## src/fetch_pkg.sv

```systemverilog
package fetch_pkg;

    // ~~~~~~~~~~~~~~~~~~~~~~~~~~~~~~~~~~~~~~~~~~~~~~~~~~~~~~~~~~~~~~~~~~~~
    // widths and sizes.
    // ~~~~~~~~~~~~~~~~~~~~~~~~~~~~~~~~~~~~~~~~~~~~~~~~~~~~~~~~~~~~~~~~~~~~
    localparam int xlen        = 32;
    localparam int bundle_w    = 64;
    localparam int imem_addr_w = 8;
    localparam int buf_depth   = 2;

    // first fetch address after reset.
    localparam logic [xlen-1:0] pc_reset = 32'h0000_0000;

    // andi r0, r0, 0.
    localparam logic [xlen-1:0] inst_nop = 32'h0340_0000;

    // ~~~~~~~~~~~~~~~~~~~~~~~~~~~~~~~~~~~~~~~~~~~~~~~~~~~~~~~~~~~~~~~~~~~~
    // encodings.
    // ~~~~~~~~~~~~~~~~~~~~~~~~~~~~~~~~~~~~~~~~~~~~~~~~~~~~~~~~~~~~~~~~~~~~
    // exception code, same width as the back end expects.
    typedef enum logic [6:0] {
        excp_none = 7'h00,
        excp_adef = 7'h08
    } excp_e;

    // pc generator states.
    typedef enum logic [1:0] {
        fs_idle = 2'd0,
        fs_req  = 2'd1,
        fs_wait = 2'd2
    } fetch_state_e;

endpackage

```

## src/imem_arbiter.sv

```systemverilog
`timescale 1ns/100ps

module imem_arbiter #(
    parameter int imem_addr_w = fetch_pkg::imem_addr_w
) (
    input  logic                        clk,
    input  logic                        arst_n,
    // loader side.
    input  logic                        ld_we,
    input  logic [imem_addr_w-1:0]      ld_addr,
    input  logic [fetch_pkg::xlen-1:0]  ld_wdata,
    output logic                        ld_busy,
    // fetch side.
    input  logic                        if_req,
    input  logic [imem_addr_w-1:0]      if_addr,
    output logic                        if_gnt,
    // memory side.
    output logic                        mem_en,
    output logic                        mem_we,
    output logic [imem_addr_w-1:0]      mem_addr,
    output logic [fetch_pkg::xlen-1:0]  mem_wdata
);

    // {loader, fetch}.
    logic [1:0] gnt_now;

    // loader first, fetch takes the port only in a quiet cycle.
    assign ld_busy = ld_we;
    assign if_gnt  = if_req && !ld_we;
    assign gnt_now = {ld_busy, if_gnt};

    assign mem_en    = |gnt_now;
    assign mem_we    = ld_busy;
    assign mem_addr  = ld_busy ? ld_addr : if_addr;
    assign mem_wdata = ld_wdata;

    // a write strobe carries a known address and data.
    a_ld_known: assert property (
        @(posedge clk) disable iff (!arst_n) ld_we |-> !$isunknown({ld_addr, ld_wdata})
    ) else $error("loader write with unknown address or data");

endmodule

```

## config.mk

```make
export PLATFORM = sky130hd
export DESIGN_NAME = imem_arbiter
export DESIGN_NICKNAME = d
export VERILOG_FILES = /design/src/fetch_pkg.sv /design/src/imem_arbiter.sv
export SDC_FILE = /design/constraint.sdc
export NUM_CORES = 1
export LEC_CHECK = 0
export ABC_AREA = 1
export BUFFER_PORTS_ARGS = -buffer_cell sky130_fd_sc_hd__buf_2
export CAP_MARGIN = 25
export CORE_MARGIN = 2
export CORE_UTILIZATION = 24
export DETAILED_ROUTE_END_ITERATION = 6
export GPL_ROUTABILITY_DRIVEN = 0
export PLACE_DENSITY = 0.87
export RECOVER_POWER = 50
export SETUP_SLACK_MARGIN = 0.15
export SYNTH_ARGS = -nofsm -noshare
export SYNTH_HDL_FRONTEND = slang
export SYNTH_SLANG_ARGS = --single-unit
export TNS_END_PERCENT = 1
```

## constraint.sdc

```tcl
create_clock -name vclk -period 1.42
set_input_delay 0.284 -clock vclk [all_inputs]
set_output_delay 0.284 -clock vclk [all_outputs]
set_load 0.05 [all_outputs]
```

## Word-level counts from Yosys, hierarchy flattened

Cells that the tools add are included.

| word-level totals | value |
|---|---|
| input bits | 52 |
| output and inout port bits | 44 |
| register bits | 0 |

| cells by class | value |
|---|---|
| reductions and logical operators | 3 |
| mux-type cells | 1 |

Operators with widths:

| kind | count |
|---|---|
| 2-to-1 mux 8 bit | 1 |
| OR reduction 2 bit | 1 |
| logical AND 1 bit | 1 |
| zero test 1 bit | 1 |

## Longest topological paths before layout

| logic depth | value |
|---|---|
| depth after elaboration | 3 |
| gate-level depth with buffers | 4 |
| depth with buffers taken out | 3 |

## Least setup slack after synthesis

No wires, ideal clock.

| path | value |
|---|---|
| path kind | input port to output port |
| from | input port ld_we |
| to | output port if_gnt |
| arrival | 1,064 ps |
| stages on the path | 2 |
| path buffers | 1 |
| setup slack | 72 ps |
| cells stage by stage | buf_6 -> nor2_1 |

| between the ends | value |
|---|---|
| longest elaborated chain between the ends | 2 |

Ends and longest elaborated chain:

| item | RTL line | RTL |
|---|---|---|
| from (decl) | imem_arbiter.sv:9 | `input logic ld_we,` |
| zero test 1 bit | imem_arbiter.sv:29 | `assign if_gnt = if_req && !ld_we;` |
| logical AND 1 bit | imem_arbiter.sv:29 |  |
| to (decl) | imem_arbiter.sv:16 | `output logic if_gnt,` |

No other way between the ends.

## Worst setup path in the final report

| path | value |
|---|---|
| from | input port ld_we |
| to | output port mem_addr[7] |

| between the ends | value |
|---|---|
| longest elaborated chain between the ends | 1 |

Ends and longest elaborated chain:

| item | RTL line | RTL |
|---|---|---|
| 2-to-1 mux 8 bit | imem_arbiter.sv:34 | `assign mem_addr = ld_busy ? ld_addr : if_addr;` |
| to (decl) | imem_arbiter.sv:20 | `output logic [imem_addr_w-1:0] mem_addr,` |

No other way between the ends.

==> impl_metrics.tcl <==
set metrics [dict create \
    status "finished clean" \
    vias_per_cell 4.095 \
    drc_errors 0 \
    synth_seq_area_share 0 \
    grt_busiest_layer "met2" \
    yosysTopAreaCell "buf_4" \
    die_height_um 43.35 \
    ir_drop_v 0.0001745 \
    grt_pass1_vias 286 \
    crit_arrival_ns 0.94 \
    coreArea_mm2 0.001471 \
    grt_use_met2 0.1254 \
    hpwl_um 593.3 \
    seq_area_um2 0 \
    post_synth.cell_area_avg_um2 5.899 \
    syn_inst 63 \
    synthTopCellsByCount "buf_4 (34), nand2_1 (25)" \
    layout_min_cycle_time_ns 1.224 \
    power_density_mw_per_mm2 571.8 \
    n_antenna_cell 0 \
    vias 303 \
    timing.fmax_mhz 817.1 \
    yosys_warnings 0 \
    final_layout_size_suffix_gt1_frac 0.5517 \
    antenna_found_initial 0 \
    worstMarginPinSlew_ns 0.2482 \
    worst_ep_required_time_ns 1.14 \
    rsz0062_at_grt "no" \
    drtAntennaViolNets 0 \
    cp_slowest_cell "buf_2" \
    crit_chain "clkbuf_4, inv_4, nand2_1, nand2_1, buf_2" \
    use_met1 0.06835 \
    firstDrtPassIters 4 \
    num_rows 14 \
    hp-start "ld_wdata[11]" \
    setup_violations 0 \
    grtUsageTotal 0.07350 \
    grt.overflow.total 0 \
    syn_area_um2 371.6 \
    design_area_um2 300.3 \
    finalCritPeriodShare 0.8618 \
    finalHoldViolations 0 \
    area_growth_pct -19.19 \
    hold_path_end "mem_wdata[11]" \
    grt_pass1_wl_mm 1.145 \
    slew_viol_final 0 \
    die_area_mm2 0.001879 \
    critical_path_class "input port to output pin" \
    die_width_um 43.35 \
    holdPathStages 0 \
    grt_use_met3 0.02083 \
    cp_common_cell "nand2_1" \
    maxCapViolCount 0 \
    cts_setup_buffers 0 \
    power.leakage_nw 0.2083 \
    synth_nets 115 \
    yosysTopAreaCellShare 0.6869 \
    hp-class "input port to output pin" \
    nFlopsAndLatches 0 \
    drt_wl_total_um 770 \
    ios 96 \
    fillers 178 \
    num-clock-buffers 0 \
    synth_cell_types 6 \
    post_drt_wl_per_cell_um 10.41 \
    placed_area_um2 277.8 \
    slowest_delay_ns 0.25 \
    slew_headroom 0.8357 \
    tns_ns 0 \
    finish.net_count 112 \
    dr.first_iter.drc_count 2 \
    synth_top_cells_by_area "buf_4 (69%), nand2_1 (25%), buf_6 (3.0%), inv_1 (1.0%), inv_2 (1.0%)" \
    grt_start_max_net_pins 13 \
    critPathLaunchType "input port" \
    worstSetupEndpointType "output pin" \
    io_buffer_count 30 \
    yosysMostFrequentCell "buf_4" \
    critPathMaxFanout 12 \
    initial_core_util 0.2526 \
]
through the flow:
step | power, W | utilization | std cells | hold slack (ns) | worst slack (ns)
global placement | 0.0001584 | 0.1888 | 74 | 0.5683 | 0.1743
global route | 0.0001841 | 0.2041 | 74 | 0.5681 | 0.1309
detailed placement | 0.0001610 | 0.1888 | 74 | 0.5683 | 0.1508
CTS | 0.0001628 | 0.1905 | 74 | 0.5683 | 0.1511
floorplan | 0.0003613 | - | 63 | 0.7351 | 0.2450
finish | 0.0001717 | 0.2041 | 74 | 0.5680 | 0.1962
routing by layer:
layer  routed length [um]  part of all wire  vias up
met5                    0                 0        -
met4                   40             0.052        0
met3                  138              0.18       10
met2                  364              0.47       17
met1                  226              0.29      133
li1                     -                 -      143
layout make-up:
class | instances | area (um2) | area share
Inverter | 2 | 10.01 | 0.03333
Timing Repair Buffer | 30 | 170.2 | 0.5667
Multi-Input combinational cell | 26 | 100.1 | 0.3333
Tap cell | 16 | 20.02 | 0.06667
power by group:
group	total, W	internal [W]	switching, W
clock network	0	0	0
registers	0	0	0
logic	0.000172	0.0000509	0.000121
total	0.000172	0.0000509	0.000121
worst max-delay path: cells and delay by family:
family	cells	cell delay [ns]
AND/OR/NAND/NOR	2	0.11
buffers and inverters	3	0.54
worst max-delay path by stage:
stage	startpoint	end	slack [ns]	cells past startpoint
4_1_cts	ld_we	mem_addr[7]	0.15	5
3_5_place_dp	ld_we	mem_addr[6]	0.15	5
5_1_grt	ld_we	mem_addr[5]	0.13	5
6_report	ld_we	mem_addr[7]	0.20	5
2_1_floorplan	ld_we	mem_addr[0]	0.24	4
3_3_place_gp	ld_we	mem_addr[3]	0.17	5
layout by cell type, fill, tap and decap left out, drive strengths merged:
master  count
nor2        1
nand2      25
clkbuf      7
buf        23
inv         2
logic make-up (layout without fill, tap and decap cells):
| family | Yosys count | after routing | synth area share |
|---|---|---|---|
| simple gates | 26 | 26 | 0.2626 |
| buf+inv | 37 | 32 | 0.7373 |
what timing repair did:
action / in CTS / in global routing
resized for setup: 1 / 8
endpoints found under the hold margin: 0 / 0
hold buffers: 0 / 0
setup endpoints to repair: 1 / 9
No activity file was read; power rests on OpenSTA's default activity.
