[src/fetch_pkg.sv]
package fetch_pkg;

    // ~~~~~~~~~~~~~~~~~~~~~~~~~~~~~~~~~~~~~~~~~~~~~~~~~~~~~~~~~~~~~~~~~~~~
    // widths and sizes.
    // ~~~~~~~~~~~~~~~~~~~~~~~~~~~~~~~~~~~~~~~~~~~~~~~~~~~~~~~~~~~~~~~~~~~~
    localparam int xlen        = 32;
    localparam int bundle_w    = 64;
    localparam int imem_addr_w = 8;
    localparam int buf_depth   = 2;

    // first fetch address after reset.
    localparam logic [xlen-1:0] pc_reset = 32'h0000_0000;

    // andi r0, r0, 0.
    localparam logic [xlen-1:0] inst_nop = 32'h0340_0000;

    // ~~~~~~~~~~~~~~~~~~~~~~~~~~~~~~~~~~~~~~~~~~~~~~~~~~~~~~~~~~~~~~~~~~~~
    // encodings.
    // ~~~~~~~~~~~~~~~~~~~~~~~~~~~~~~~~~~~~~~~~~~~~~~~~~~~~~~~~~~~~~~~~~~~~
    // exception code, same width as the back end expects.
    typedef enum logic [6:0] {
        excp_none = 7'h00,
        excp_adef = 7'h08
    } excp_e;

    // pc generator states.
    typedef enum logic [1:0] {
        fs_idle = 2'd0,
        fs_req  = 2'd1,
        fs_wait = 2'd2
    } fetch_state_e;

endpackage

[src/fetch_pc_gen.sv]
`timescale 1ns/100ps

module fetch_pc_gen #(
    parameter int imem_addr_w = fetch_pkg::imem_addr_w
) (
    input  logic                            clk,
    input  logic                            arst_n,
    input  logic                            redirect,
    input  logic [fetch_pkg::xlen-1:0]      redirect_pc,
    output logic                            if_req,
    output logic [imem_addr_w-1:0]          if_addr,
    input  logic                            if_gnt,
    input  logic [fetch_pkg::bundle_w-1:0]  mem_rdata,
    input  logic                            fifo_allowin,
    output logic                            fifo_readygo,
    output logic [fetch_pkg::xlen-1:0]      if1_fifo_inst0,
    output logic [fetch_pkg::xlen-1:0]      if1_fifo_inst1,
    output logic [fetch_pkg::xlen-1:0]      if1_fifo_pc,
    output logic [fetch_pkg::xlen-1:0]      if1_fifo_pc_next,
    output fetch_pkg::excp_e                if1_fifo_exception
);
    import fetch_pkg::*;

    fetch_state_e    state_q;
    fetch_state_e    state_d;
    logic [xlen-1:0] pc_q;
    logic            misaligned;

    assign misaligned = |pc_q[1:0];

    // no request while the buffer has no free entry.
    assign if_req  = (state_q == fs_req) && fifo_allowin;
    assign if_addr = pc_q[imem_addr_w+1:2];

    // read data is valid in fs_wait, a redirect drops it.
    assign fifo_readygo = (state_q == fs_wait) && !redirect;

    assign if1_fifo_pc        = pc_q;
    assign if1_fifo_pc_next   = pc_q + xlen'(8);
    assign if1_fifo_inst0     = misaligned ? inst_nop : mem_rdata[xlen-1:0];
    assign if1_fifo_inst1     = misaligned ? inst_nop : mem_rdata[bundle_w-1:xlen];
    assign if1_fifo_exception = misaligned ? excp_adef : excp_none;

    // ~~~~~~~~~~~~~~~~~~~~~~~~~~~~~~~~~~~~~~~~~~~~~~~~~~~~~~~~~~~~~~~~~~~~
    // fetch FSM.
    // ~~~~~~~~~~~~~~~~~~~~~~~~~~~~~~~~~~~~~~~~~~~~~~~~~~~~~~~~~~~~~~~~~~~~
    always_comb begin
        state_d = state_q;
        if (redirect) begin
            // a bad target skips the read and reports straight from fs_wait.
            state_d = (|redirect_pc[1:0]) ? fs_wait : fs_req;
        end else begin
            case (state_q)
                // stays parked here after an address fault.
                fs_idle: state_d = misaligned ? fs_idle : fs_req;
                fs_req:  state_d = if_gnt ? fs_wait : fs_req;
                fs_wait: state_d = misaligned ? fs_idle : fs_req;
                default: state_d = fs_idle;
            endcase
        end
    end

    always_ff @(posedge clk or negedge arst_n) begin
        if (!arst_n) begin
            state_q <= fs_idle;
            pc_q    <= pc_reset;
        end else begin
            state_q <= state_d;
            if (redirect) begin
                pc_q <= redirect_pc;
            end else if (fifo_readygo) begin
                pc_q <= pc_q + xlen'(8);
            end
        end
    end

endmodule

[config.mk]
export PLATFORM = sky130hd
export DESIGN_NAME = fetch_pc_gen
export DESIGN_NICKNAME = d
export VERILOG_FILES = /design/src/fetch_pkg.sv /design/src/fetch_pc_gen.sv
export SDC_FILE = /design/constraint.sdc
export NUM_CORES = 1
export LEC_CHECK = 0
export ABC_CLOCK_PERIOD_IN_PS = 4800
export BUFFER_PORTS_ARGS = -buffer_cell sky130_fd_sc_hd__buf_2
export CORE_AREA = 3 3 95 97
export DETAILED_ROUTE_END_ITERATION = 10
export DIE_AREA = 0 0 98 100
export GPL_TIMING_DRIVEN = 0
export PLACE_DENSITY_LB_ADDON = 0.1
export SETUP_SLACK_MARGIN = 0.5
export SLEW_MARGIN = 30
export SYNTH_ARGS = -nofsm -noshare
export SYNTH_HDL_FRONTEND = slang
export SYNTH_SLANG_ARGS = --single-unit
[constraint.sdc]
create_clock -name clk -period 4.8 [get_ports clk]
set_input_delay 0.96 -clock clk [delete_from_list [all_inputs] [get_ports clk]]
set_output_delay 0.96 -clock clk [all_outputs]
set_load 0.01 [all_outputs]
== Word-level counts from Yosys, hierarchy flattened ==
Index checks and enable logic that the tools add are counted.

* Register bits after elaboration: 34
* Latch bits: 0
* Bits in writable memories: 0
* Bits in read-only memories: 0
* Input bits: 101
* Output and inout bits: 145
* Word-level logic and storage cells: 23
* Memories: 0

* Add/subtract/negate cells: 1
* Multiply operators: 0
* Divide/modulo/power cells: 0
* $lt $le $gt $ge: 0
* Eq/ne operators: 2
* Shift operators: 0
* Muxes and demuxes: 10
* Bitwise operators: 0
* Reductions and logical operators: 8

{| class="wikitable"
|+ Operators with widths
! cell !! number
|-
| $mux W32 || 4
|-
| $add A32 B4 Y32 const B || 1
|-
| $mux W2 || 3
|-
| $reduce_or A2 Y1 || 3
|-
| $mux W4 || 1
|-
| $pmux W2 S2 || 1
|-
| $eq A2 B1 Y1 const B || 1
|-
| $eq A2 B2 Y1 const B || 1
|-
| $logic_and A1 B1 Y1 || 2
|-
| $logic_not A2 Y1 || 1
|-
| $reduce_bool A2 Y1 || 1
|-
| $logic_not A1 Y1 || 1
|-
| $mux W1 || 1
|}

== Depth between registers and ports, before layout ==
Gate-level depths: netlist (run 1).

* Depth in word-level cells: 4
* Depth in mapped cells: 7
* Depth with buffers taken out: 5

== Least setup slack after synthesis (run 1) ==
No wires, ideal clock.

* Path type: register -> output
* From: reg pc_q[3], in the netlist if1_fifo_pc[3]
* To: out if1_fifo_pc_next[23] in the netlist's numbering
* Arrival time: 1,955 ps
* Path slack: 1,885 ps
* Stages on the path, launching flop included: 8
* Buffers on the path: 2
* Path through: dfrtp_1 -> ha_1 -> nand4_2 -> or2_1 -> clkbuf_1 -> clkbuf_1 -> nor3_1 -> xor2_1

* Word-level cells in the longest chain between the ends: 1

{| class="wikitable"
|+ Ends and longest elaborated chain
! element !! line !! source
|-
| start: declaration || fetch_pc_gen.sv:26 || <nowiki>logic [xlen-1:0] pc_q;</nowiki>
|-
| start signal: assignment || fetch_pc_gen.sv:66 || <nowiki>pc_q <= pc_reset;</nowiki>
|-
| start signal: assignment || fetch_pc_gen.sv:70 || <nowiki>pc_q <= redirect_pc;</nowiki>
|-
| start signal: assignment || fetch_pc_gen.sv:72 || <nowiki>pc_q <= pc_q + xlen'(8);</nowiki>
|-
| $add A32 B4 Y32 || fetch_pc_gen.sv:39 || <nowiki>assign if1_fifo_pc_next = pc_q + xlen'(8);</nowiki>
|-
| end: declaration || fetch_pc_gen.sv:19 || <nowiki>output logic [fetch_pkg::xlen-1:0] if1_fifo_pc_next,</nowiki>
|}

No other way between the ends.

== Worst setup path in the final report (run 1) ==
* From: reg pc_q[3], in the netlist if1_fifo_pc[3]
* To: out if1_fifo_pc_next[17] in the netlist's numbering

The elaborated chain is that of the path after synthesis.

==> impl_summary.md, run 1 <==
Status
The run finished with clean final reports.

STA
The clock period could shrink to 3660 ps. The worst pin sits at a relative slew slack of 43.2%. Setup repair after global routing left no endpoint under its margin. The accumulated negative setup slack is 0 ps. The worst-margin pin slew is 844 ps. In the finished design, the share of the clock period the worst path needs comes to approximately three quarters. The worst-case clock skew is 9.48 ps.

The count of final max-slew check failures is 0. The final hold violation count is 0. Setup violations remaining at the end of the flow were counted as 0.

Timing would allow up to 0.273 GHz. On the final layout, the worst hold slack is 598 ps.

Power
Summed over all nets, the switching power comes to about 360 uW. Power spread over the standard cell area amounts to 221 nW/um^2. In this run the static leakage power is between 0.002 and 0.0025 uW.

Internal power comes to approximately 600 uW. The share of total power in sequential cells is 37.3%. After layout, the design draws a total of 971 uW. The worst IR drop on VDD is about 0.14 mV.

The switching part of the total is a little under two fifths. In this run, the clock network consumes around a quarter of the power. The logic gate share of total power is a little under 40%.

Clock tree
Hold repair after CTS inserted 0 buffers. In this run the post-CTS setup repair buffer count came out at 0. The clock passes through at most 2 buffers. In this run the clock root is driven by a sky130_fd_sc_hd__clkbuf_8. The H-tree depth reported by CTS is 2.

Clock latency on the worst-skew pair, taken at its later pin, is ~290 ps. The clock tree from TritonCTS is built. The number of clock buffers added by TritonCTS is 5. The sink count of the clock tree is 34. The post-cts gate resize count is 0. After clock tree synthesis, the clock-pin slew on the worst setup and hold paths is roughly 80 ps.

Worst setup path
The type of the worst setup path is register to output port. At the worst endpoint, the arrival time is approximately 2700 ps. Among all stages on the critical path, the largest delay is contributed by sky130_fd_sc_hd__dfrtp_1.

Counting cells, the worst reg-to-reg path comes to 7. Of all nets on the critical path, the largest fanout is 10. The most frequent cell on the critical path is sky130_fd_sc_hd__clkbuf_1.

The worst setup path is captured at an output port. The kind of start point of the critical path is a register. The delay of the slowest cell on the worst path is 500 ps. The signal on the critical path passes through ha_1 > nand4_2 > or2_1 > clkbuf_1 > clkbuf_1 > nor2_1 > xor2_1 > buf_2. The data required time at the worst endpoint is between 3000 and 4000 ps.

Floorplan
The die width is slightly below 100 um. The region available for standard cell placement spans around 8000 um^2. The die is about 100 um tall. The initial utilization of the core area, before any placement, comes to between 30 and 40%.

The die footprint is between 9000 and 10000 um^2. 246 I/O pins were placed. After floorplanning, the core was divided into 33 placement rows.

Synth
Dividing the synthesized area by the synthesized cell count gives 7.89 um^2. Sequential elements use between 20 and 30% of the synthesized area. The top flip-flop cell by instance count after synthesis is sky130_fd_sc_hd__dfrtp_1.

The register bit count reported by yosys is 34. The number of enable flip-flop cells after synthesis is 0. Summing every instance area after synthesis gives about 3000 um^2.

The cell accounting for the most synthesized area is sky130_fd_sc_hd__dfrtp_1. During synthesis, Yosys emitted a total of 0 warnings. Yosys mapped the design onto between 40 and 50 distinct sky130hd cell types. The portion of synthesized cell area occupied by the leading cell type is ~29%. Ranked by total cell area, the synthesized netlist is headed by sky130_fd_sc_hd__dfrtp_1 (29%), sky130_fd_sc_hd__and2_1 (13%), sky130_fd_sc_hd__xnor2_1 (5.9%). The count of mapped cells out of synthesis is 375. Of all flip-flops after synthesis, the portion carrying an async set or reset was 100%.

Place
Routability-driven placement finished with a final weighted congestion of about 0.84. Port buffering added ~240 buffers. The post-detailed-placement half-perimeter wirelength is approximately 9.3 mm.

Routing
The routed layout has 3622 vias. The total length of routed wires is 11.8 mm. The detailed router finished its first iteration with 190 violations. The number of optimization iterations in the first detailed-route pass is 4. The final routed DRC violation total is 0. The antenna violation net count after detailed routing is 0.

The post-detailed-route wirelength per cell is 16.1 um. The detail-routed via count per cell is between 4 and 5.

Global routing
The via count of the first global-routing pass came to 3500. The residual overflow from global routing is 0. For this run, the total global-route usage over all layers was measured as between 20% and 30%. The initial antenna violation count was 1. The first global-routing pass estimated ~18 mm of wire. Entering global routing, the biggest net connects 35 pins.

Worst hold path
The worst hold path belongs to the class register to register. Along the worst hold path, the cell count comes to 1.

Layout
The area occupied by multi-input gates is 1840 um^2. Cells with a size suffix above 1 make up ~45% of the layout. Leaving out fill and tap cells, the most frequent cells in the layout are sky130_fd_sc_hd__buf_2 (241), sky130_fd_sc_hd__and2_1 (60), sky130_fd_sc_hd__dfrtp_1 (34). The library cell used most frequently in the layout, excluding fill and tap cells, is sky130_fd_sc_hd__buf_2. The net count of the finished layout is slightly above 700. The area growth from synthesis to layout is 48.4%. 0 antenna diodes ended up in the layout.

Fill cells in the final layout number between 800 and 900. Registers take 851 um^2.

Run
The count of max-cap constraint violations is 0.
==> power by group through the flow <==
stage	clock, uW	sequential, uW	combinational (uW)
2_1_floorplan	0	369	193
3_3_place_gp	0	366	374
3_5_place_dp	0	367	378
4_1_cts	231	362	380
5_1_grt	244	369	416
6_report	231	363	377
==> path summary, 6_finish.rpt <==
| kind | from | end | slack [ps] |
|---|---|---|---|
| setup / recovery | if1_fifo_pc[3] | if1_fifo_pc_next[17] | 1140 |
| hold / removal | if1_fifo_pc[2] | if1_fifo_pc[2] | 600 |
| setup reg to reg | if1_fifo_pc[3] | if1_fifo_pc[19] | 2420 |
| hold reg to reg | if1_fifo_pc[2] | if1_fifo_pc[2] | 600 |
| max in group asynchronous | arst_n | if1_fifo_pc[10] | 3540 |
| min in group asynchronous | arst_n | if1_fifo_pc[26] | 750 |
==> metal layers <==
metal / vias to the layer above / global-route usage [%] / wire [um]
li1: 1773 / - / -
met1: 1656 / 33.7 / 5170
met2: 181 / 35.2 / 5400
met3: 10 / 5.42 / 1120
met4: 2 / 3.41 / 55
met5: - / 0 / 11
==> critical path: cells and delay by family, from the launching register on <==
family	cells	cell delay, ps
xor gates and xnor gates	1	220
adders and majority gates	1	320
buffers and inverters	3	680
DFF	1	500
and+or+nand+nor	3	690
==> sequential cells by signal (all words and copies together) (netlist names) <==
register and cells:
state_q 2, if1_fifo_pc 32
==> cell families (layout without fill, tap and decap cells) <==
group	after synthesis	after routing	synth area share, %
adder cells (fa/ha/maj)	1	1	0.423
XOR/XNOR	38	38	11.3
multiplexers	4	4	1.48
AND/OR/NAND/NOR	196	196	38.1
buffers and inverters	54	300	9.77
other	1	6	0.127
AO/OA/AOI/OAI	47	47	10.1
flip-flops	34	34	28.8
==> Yosys cell counts (2+ instances only) <==
library cell / count
sky130_fd_sc_hd__and2_1: 60
sky130_fd_sc_hd__dfrtp_1: 34
sky130_fd_sc_hd__nor2_1: 28
sky130_fd_sc_hd__nand2_1: 27
sky130_fd_sc_hd__clkbuf_1: 21
sky130_fd_sc_hd__xnor2_1: 20
sky130_fd_sc_hd__buf_4: 18
sky130_fd_sc_hd__xor2_1: 18
sky130_fd_sc_hd__o21ai_0: 16
sky130_fd_sc_hd__a31oi_1: 14
sky130_fd_sc_hd__nand3_1: 13
sky130_fd_sc_hd__or4_1: 13
sky130_fd_sc_hd__o31ai_1: 11
sky130_fd_sc_hd__nand4_1: 10
sky130_fd_sc_hd__nor4_1: 10
sky130_fd_sc_hd__inv_1: 9
sky130_fd_sc_hd__or3_1: 9
sky130_fd_sc_hd__nor3_1: 8
sky130_fd_sc_hd__and4_1: 3
sky130_fd_sc_hd__buf_2: 3
sky130_fd_sc_hd__mux2_2: 3
sky130_fd_sc_hd__buf_6: 2
sky130_fd_sc_hd__nand2b_1: 2
sky130_fd_sc_hd__nand3_2: 2
sky130_fd_sc_hd__o211ai_1: 2
sky130_fd_sc_hd__or3_4: 2
sky130_fd_sc_hd__or4_4: 2
==> through the flow <==
step	util [%]	instances	worst slack (ps)	area, um^2
4_1_cts	53.4	731	1130	4390
2_1_floorplan	-	380	1890	2980
6_report	53.4	731	1140	4390
3_5_place_dp	52.3	723	1450	4300
5_1_grt	53.4	731	898	4390
3_3_place_gp	52.3	723	1450	4300
==> cell type report <==
class	instances	share of cell area, %
buffer	45	5.81
clock buffer	7	1.97
clock inverter	1	0.114
inverter	9	0.769
multi-input combinational	292	41.8
sequential	34	19.4
tap	105	2.99
timing repair buffer	238	27.1
Power figures use the tool's default switching activity.
==> inputs of run 2 (changes only) <==
ABC_CLOCK_PERIOD_IN_PS = 3400   (was 4800)
CORE_AREA = 3 3 93 95   (was 3 3 95 97)
DIE_AREA = 0 0 96 98   (was 0 0 98 100)
clock period = 3.4 ns   (was 4.8 ns; I/O delays follow)
==> impl_summary.md, run 2 (same netlist as run 1, synthesis figures left out) <==
Layout
The final cell utilization of the core came to 58.6% (+5.2 points). The share of post-route cells with drive strength above 1 is 49.4% (+4.3 points). The most common cell after layout, fill and taps aside is sky130_fd_sc_hd__buf_2.

In the layout the commonest cells are sky130_fd_sc_hd__buf_2 (240), sky130_fd_sc_hd__and2_1 (60), sky130_fd_sc_hd__nor2_1 (28). The total of fill cells in the finished design is 755 (-11%). The flip-flop count of the largest register, all copies and words added is 32 (unchanged). The final net count is 733 (+0.83%). The post-layout instance count excluding filler cells came to 734 (+0.41%). The sequential cell area was 860 um^2 (+1.0%). The layout-stage area growth over the synthesis result is 54.7%.

The diode insertion count for antenna repair is 0 (unchanged). The area occupied by multi-input gates was 1940 um^2 (+5.4%).

Clock tree
The H-tree depth reported by CTS is 2 (unchanged). In this run the clock root is driven by a sky130_fd_sc_hd__clkbuf_8. The number of buffers created by CTS is 5 (unchanged).

The clock input transition at the sequential cells of the worst setup and hold paths is 80 ps (about the same). The clock latency on the worst-skew pair is 290 ps (about the same). The maximum number of buffers from clock root to sink was 2 (unchanged).

The quantity of hold-fixing buffers added after cts is 0 (unchanged). The sink count of the clock tree is 34 (unchanged). The clock tree from TritonCTS is built.

STA
The final count of negative-setup-slack endpoints was 0 (unchanged). The worst hold margin came to 486 ps (-113 ps). The tightest slew margin relative to the limit was 44.9% (+1.7 points). The post-layout worst setup margin is 531 ps (-605 ps). The final hold violation count is 0 (unchanged).

The count of final max-slew check failures was 0 (unchanged). Setup repair after global routing could not meet its margin everywhere. The worst-margin pin slew is 827 ps (-17.4 ps). The final critical path time including I/O delays and setup is 2870 ps.

The worst-case clock skew is 8.06 ps (-1.42 ps). The ratio of final minimum period to clock period is a little over four fifths. The accumulated negative setup slack is 0 ps (unchanged). Derived from the worst setup path, the maximum achievable clock frequency is about 0.35 GHz.

Routing
The number of optimization iterations in the first detailed-route pass is 4 (unchanged). The post-detailed-route wirelength per cell came to 16.9 um (+4.9%). The total length of routed wires came to 12.4 mm (+5.3%). The total via count after detailed routing came to 3718 (+2.7%). The final routed DRC violation total is 0 (unchanged). The number of design-rule violations left by the first detailed-router iteration is 187 (-1.6%). The detail-routed via count per cell is 5.07 (+2.2%). The antenna violation net count after detailed routing was 0 (unchanged).

Status
The flow ran to the end, and the final reports show no timing, DRC or antenna violations.

Worst setup path
STA classifies the critical path endpoint as an output port. The type of the worst setup path is register to output port. STA classifies the critical path startpoint as a register. In this run the critical register-to-register path is launched from if1_fifo_pc[3]. The maximum fanout along the worst path is 8 (-2). The data required time at the worst endpoint is 2720 ps (-1120 ps).

Tracing the worst setup path back leads to its startpoint at if1_fifo_pc[16]. The arrival time of the worst setup path is 2190 ps (-510 ps).

Global routing
The via count of the first global-routing pass came to 3479 (-0.60%). The first-pass GRT wire length is 18.5 mm (+0.11%). The initial antenna violation count came to 1 (unchanged).

The largest net degree at the start of global routing is 35 (unchanged). The residual overflow from global routing came to 0 (unchanged). The total routing usage reported by global routing is 25.2% (+2.3 points).

Floorplan
The die outline height is 98 um (-2.0%). The I/O pin count is 246 (unchanged). The die width is 96 um (-2.0%). The die footprint is 9410 um^2 (-4.0%). The row count is 32 (-3.0%). The area of the core is 7810 um^2 (-5.0%).

The starting density of the core is 37.9% (+1.9 points).

Place
The number of placed cells counting well taps came to 720 (-0.41%). The pre-CTS worst setup slack is 303 ps (-1150 ps). The post-detailed-placement half-perimeter wirelength is 9.67 mm (+4.2%).

The number of port buffers is 238 (unchanged). The weighted congestion reported at the end of routability-driven placement is 0.888 (+6.1%).

Power
The leakage dissipation is 0.00227 uW (+2.8%). The total power divided by cell area is 305 nW/um^2 (+38%). The worst IR drop on VDD is 0.171 mV (+24%).

Run
The count of max-cap constraint violations came to 0 (unchanged).

Worst hold path
The path class of the tightest hold or removal check is input port to async pin.
-- run 2: stage by stage --
stage / area, um^2 / power (uW)
6_report: 4570 / 1400
5_1_grt: 4570 / 1480
4_1_cts: 4460 / 1390
3_5_place_dp: 4300 / 1050
3_3_place_gp: 4300 / 1050
2_1_floorplan: 2980 / 793
-- run 2: area by class of cell --
type | instances | area share [%]
repair buffers | 244 | 27.0
inverters | 9 | 0.739
flip-flops and latches | 34 | 18.8
clock buffers | 7 | 1.89
plain buffers | 45 | 6.35
clock inverters | 1 | 0.109
multi-input cells | 292 | 42.3
well taps | 102 | 2.79
-- run 2: report_power, final --
group,internal (uW),switching (uW),leakage [uW]
clock,164,159,0.0000482
sequential,444,68.9,0.000389
combinational,263,298,0.00183
-- run 2: repair_timing --
| item | 4_1_cts | 5_1_grt |
|---|---|---|
| endpoints found under the setup margin | 18 | 19 |
| resized for setup | 13 | 33 |
| pin swaps | 0 | 2 |
| buffers inserted | 3 | 3 |
| hold endpoints to repair | 0 | 0 |
-- run 2: final timing paths --
check,to,slack [ps],cells after the start
worst max-delay path,if1_fifo_pc_next[24],530,7
worst min-delay path,if1_fifo_pc[25],490,1
worst max register to register,if1_fifo_pc[28],1310,6
worst min register to register,if1_fifo_pc[2],580,1
max in group asynchronous,if1_fifo_pc[4],2330,1
min in group clk,if1_fifo_pc[2],580,1
-- run 2: worst max-delay path, stage by stage (launching register included) --
cell                       delay [ps]
sky130_fd_sc_hd__dfrtp_1          350
sky130_fd_sc_hd__clkbuf_4         180
sky130_fd_sc_hd__and4_2           280
sky130_fd_sc_hd__nand4_1          210
sky130_fd_sc_hd__buf_6            220
sky130_fd_sc_hd__nor4_1           340
sky130_fd_sc_hd__xor2_1           180
sky130_fd_sc_hd__buf_2            150
-- run 2: layer usage --
metal | track usage [%] | share of wire, %
met1 | 32.6 | 40
met3 | 8.24 | 10
met2 | 41.1 | 49
met5 | 0 | 0.057
met4 | 4.70 | 0.90
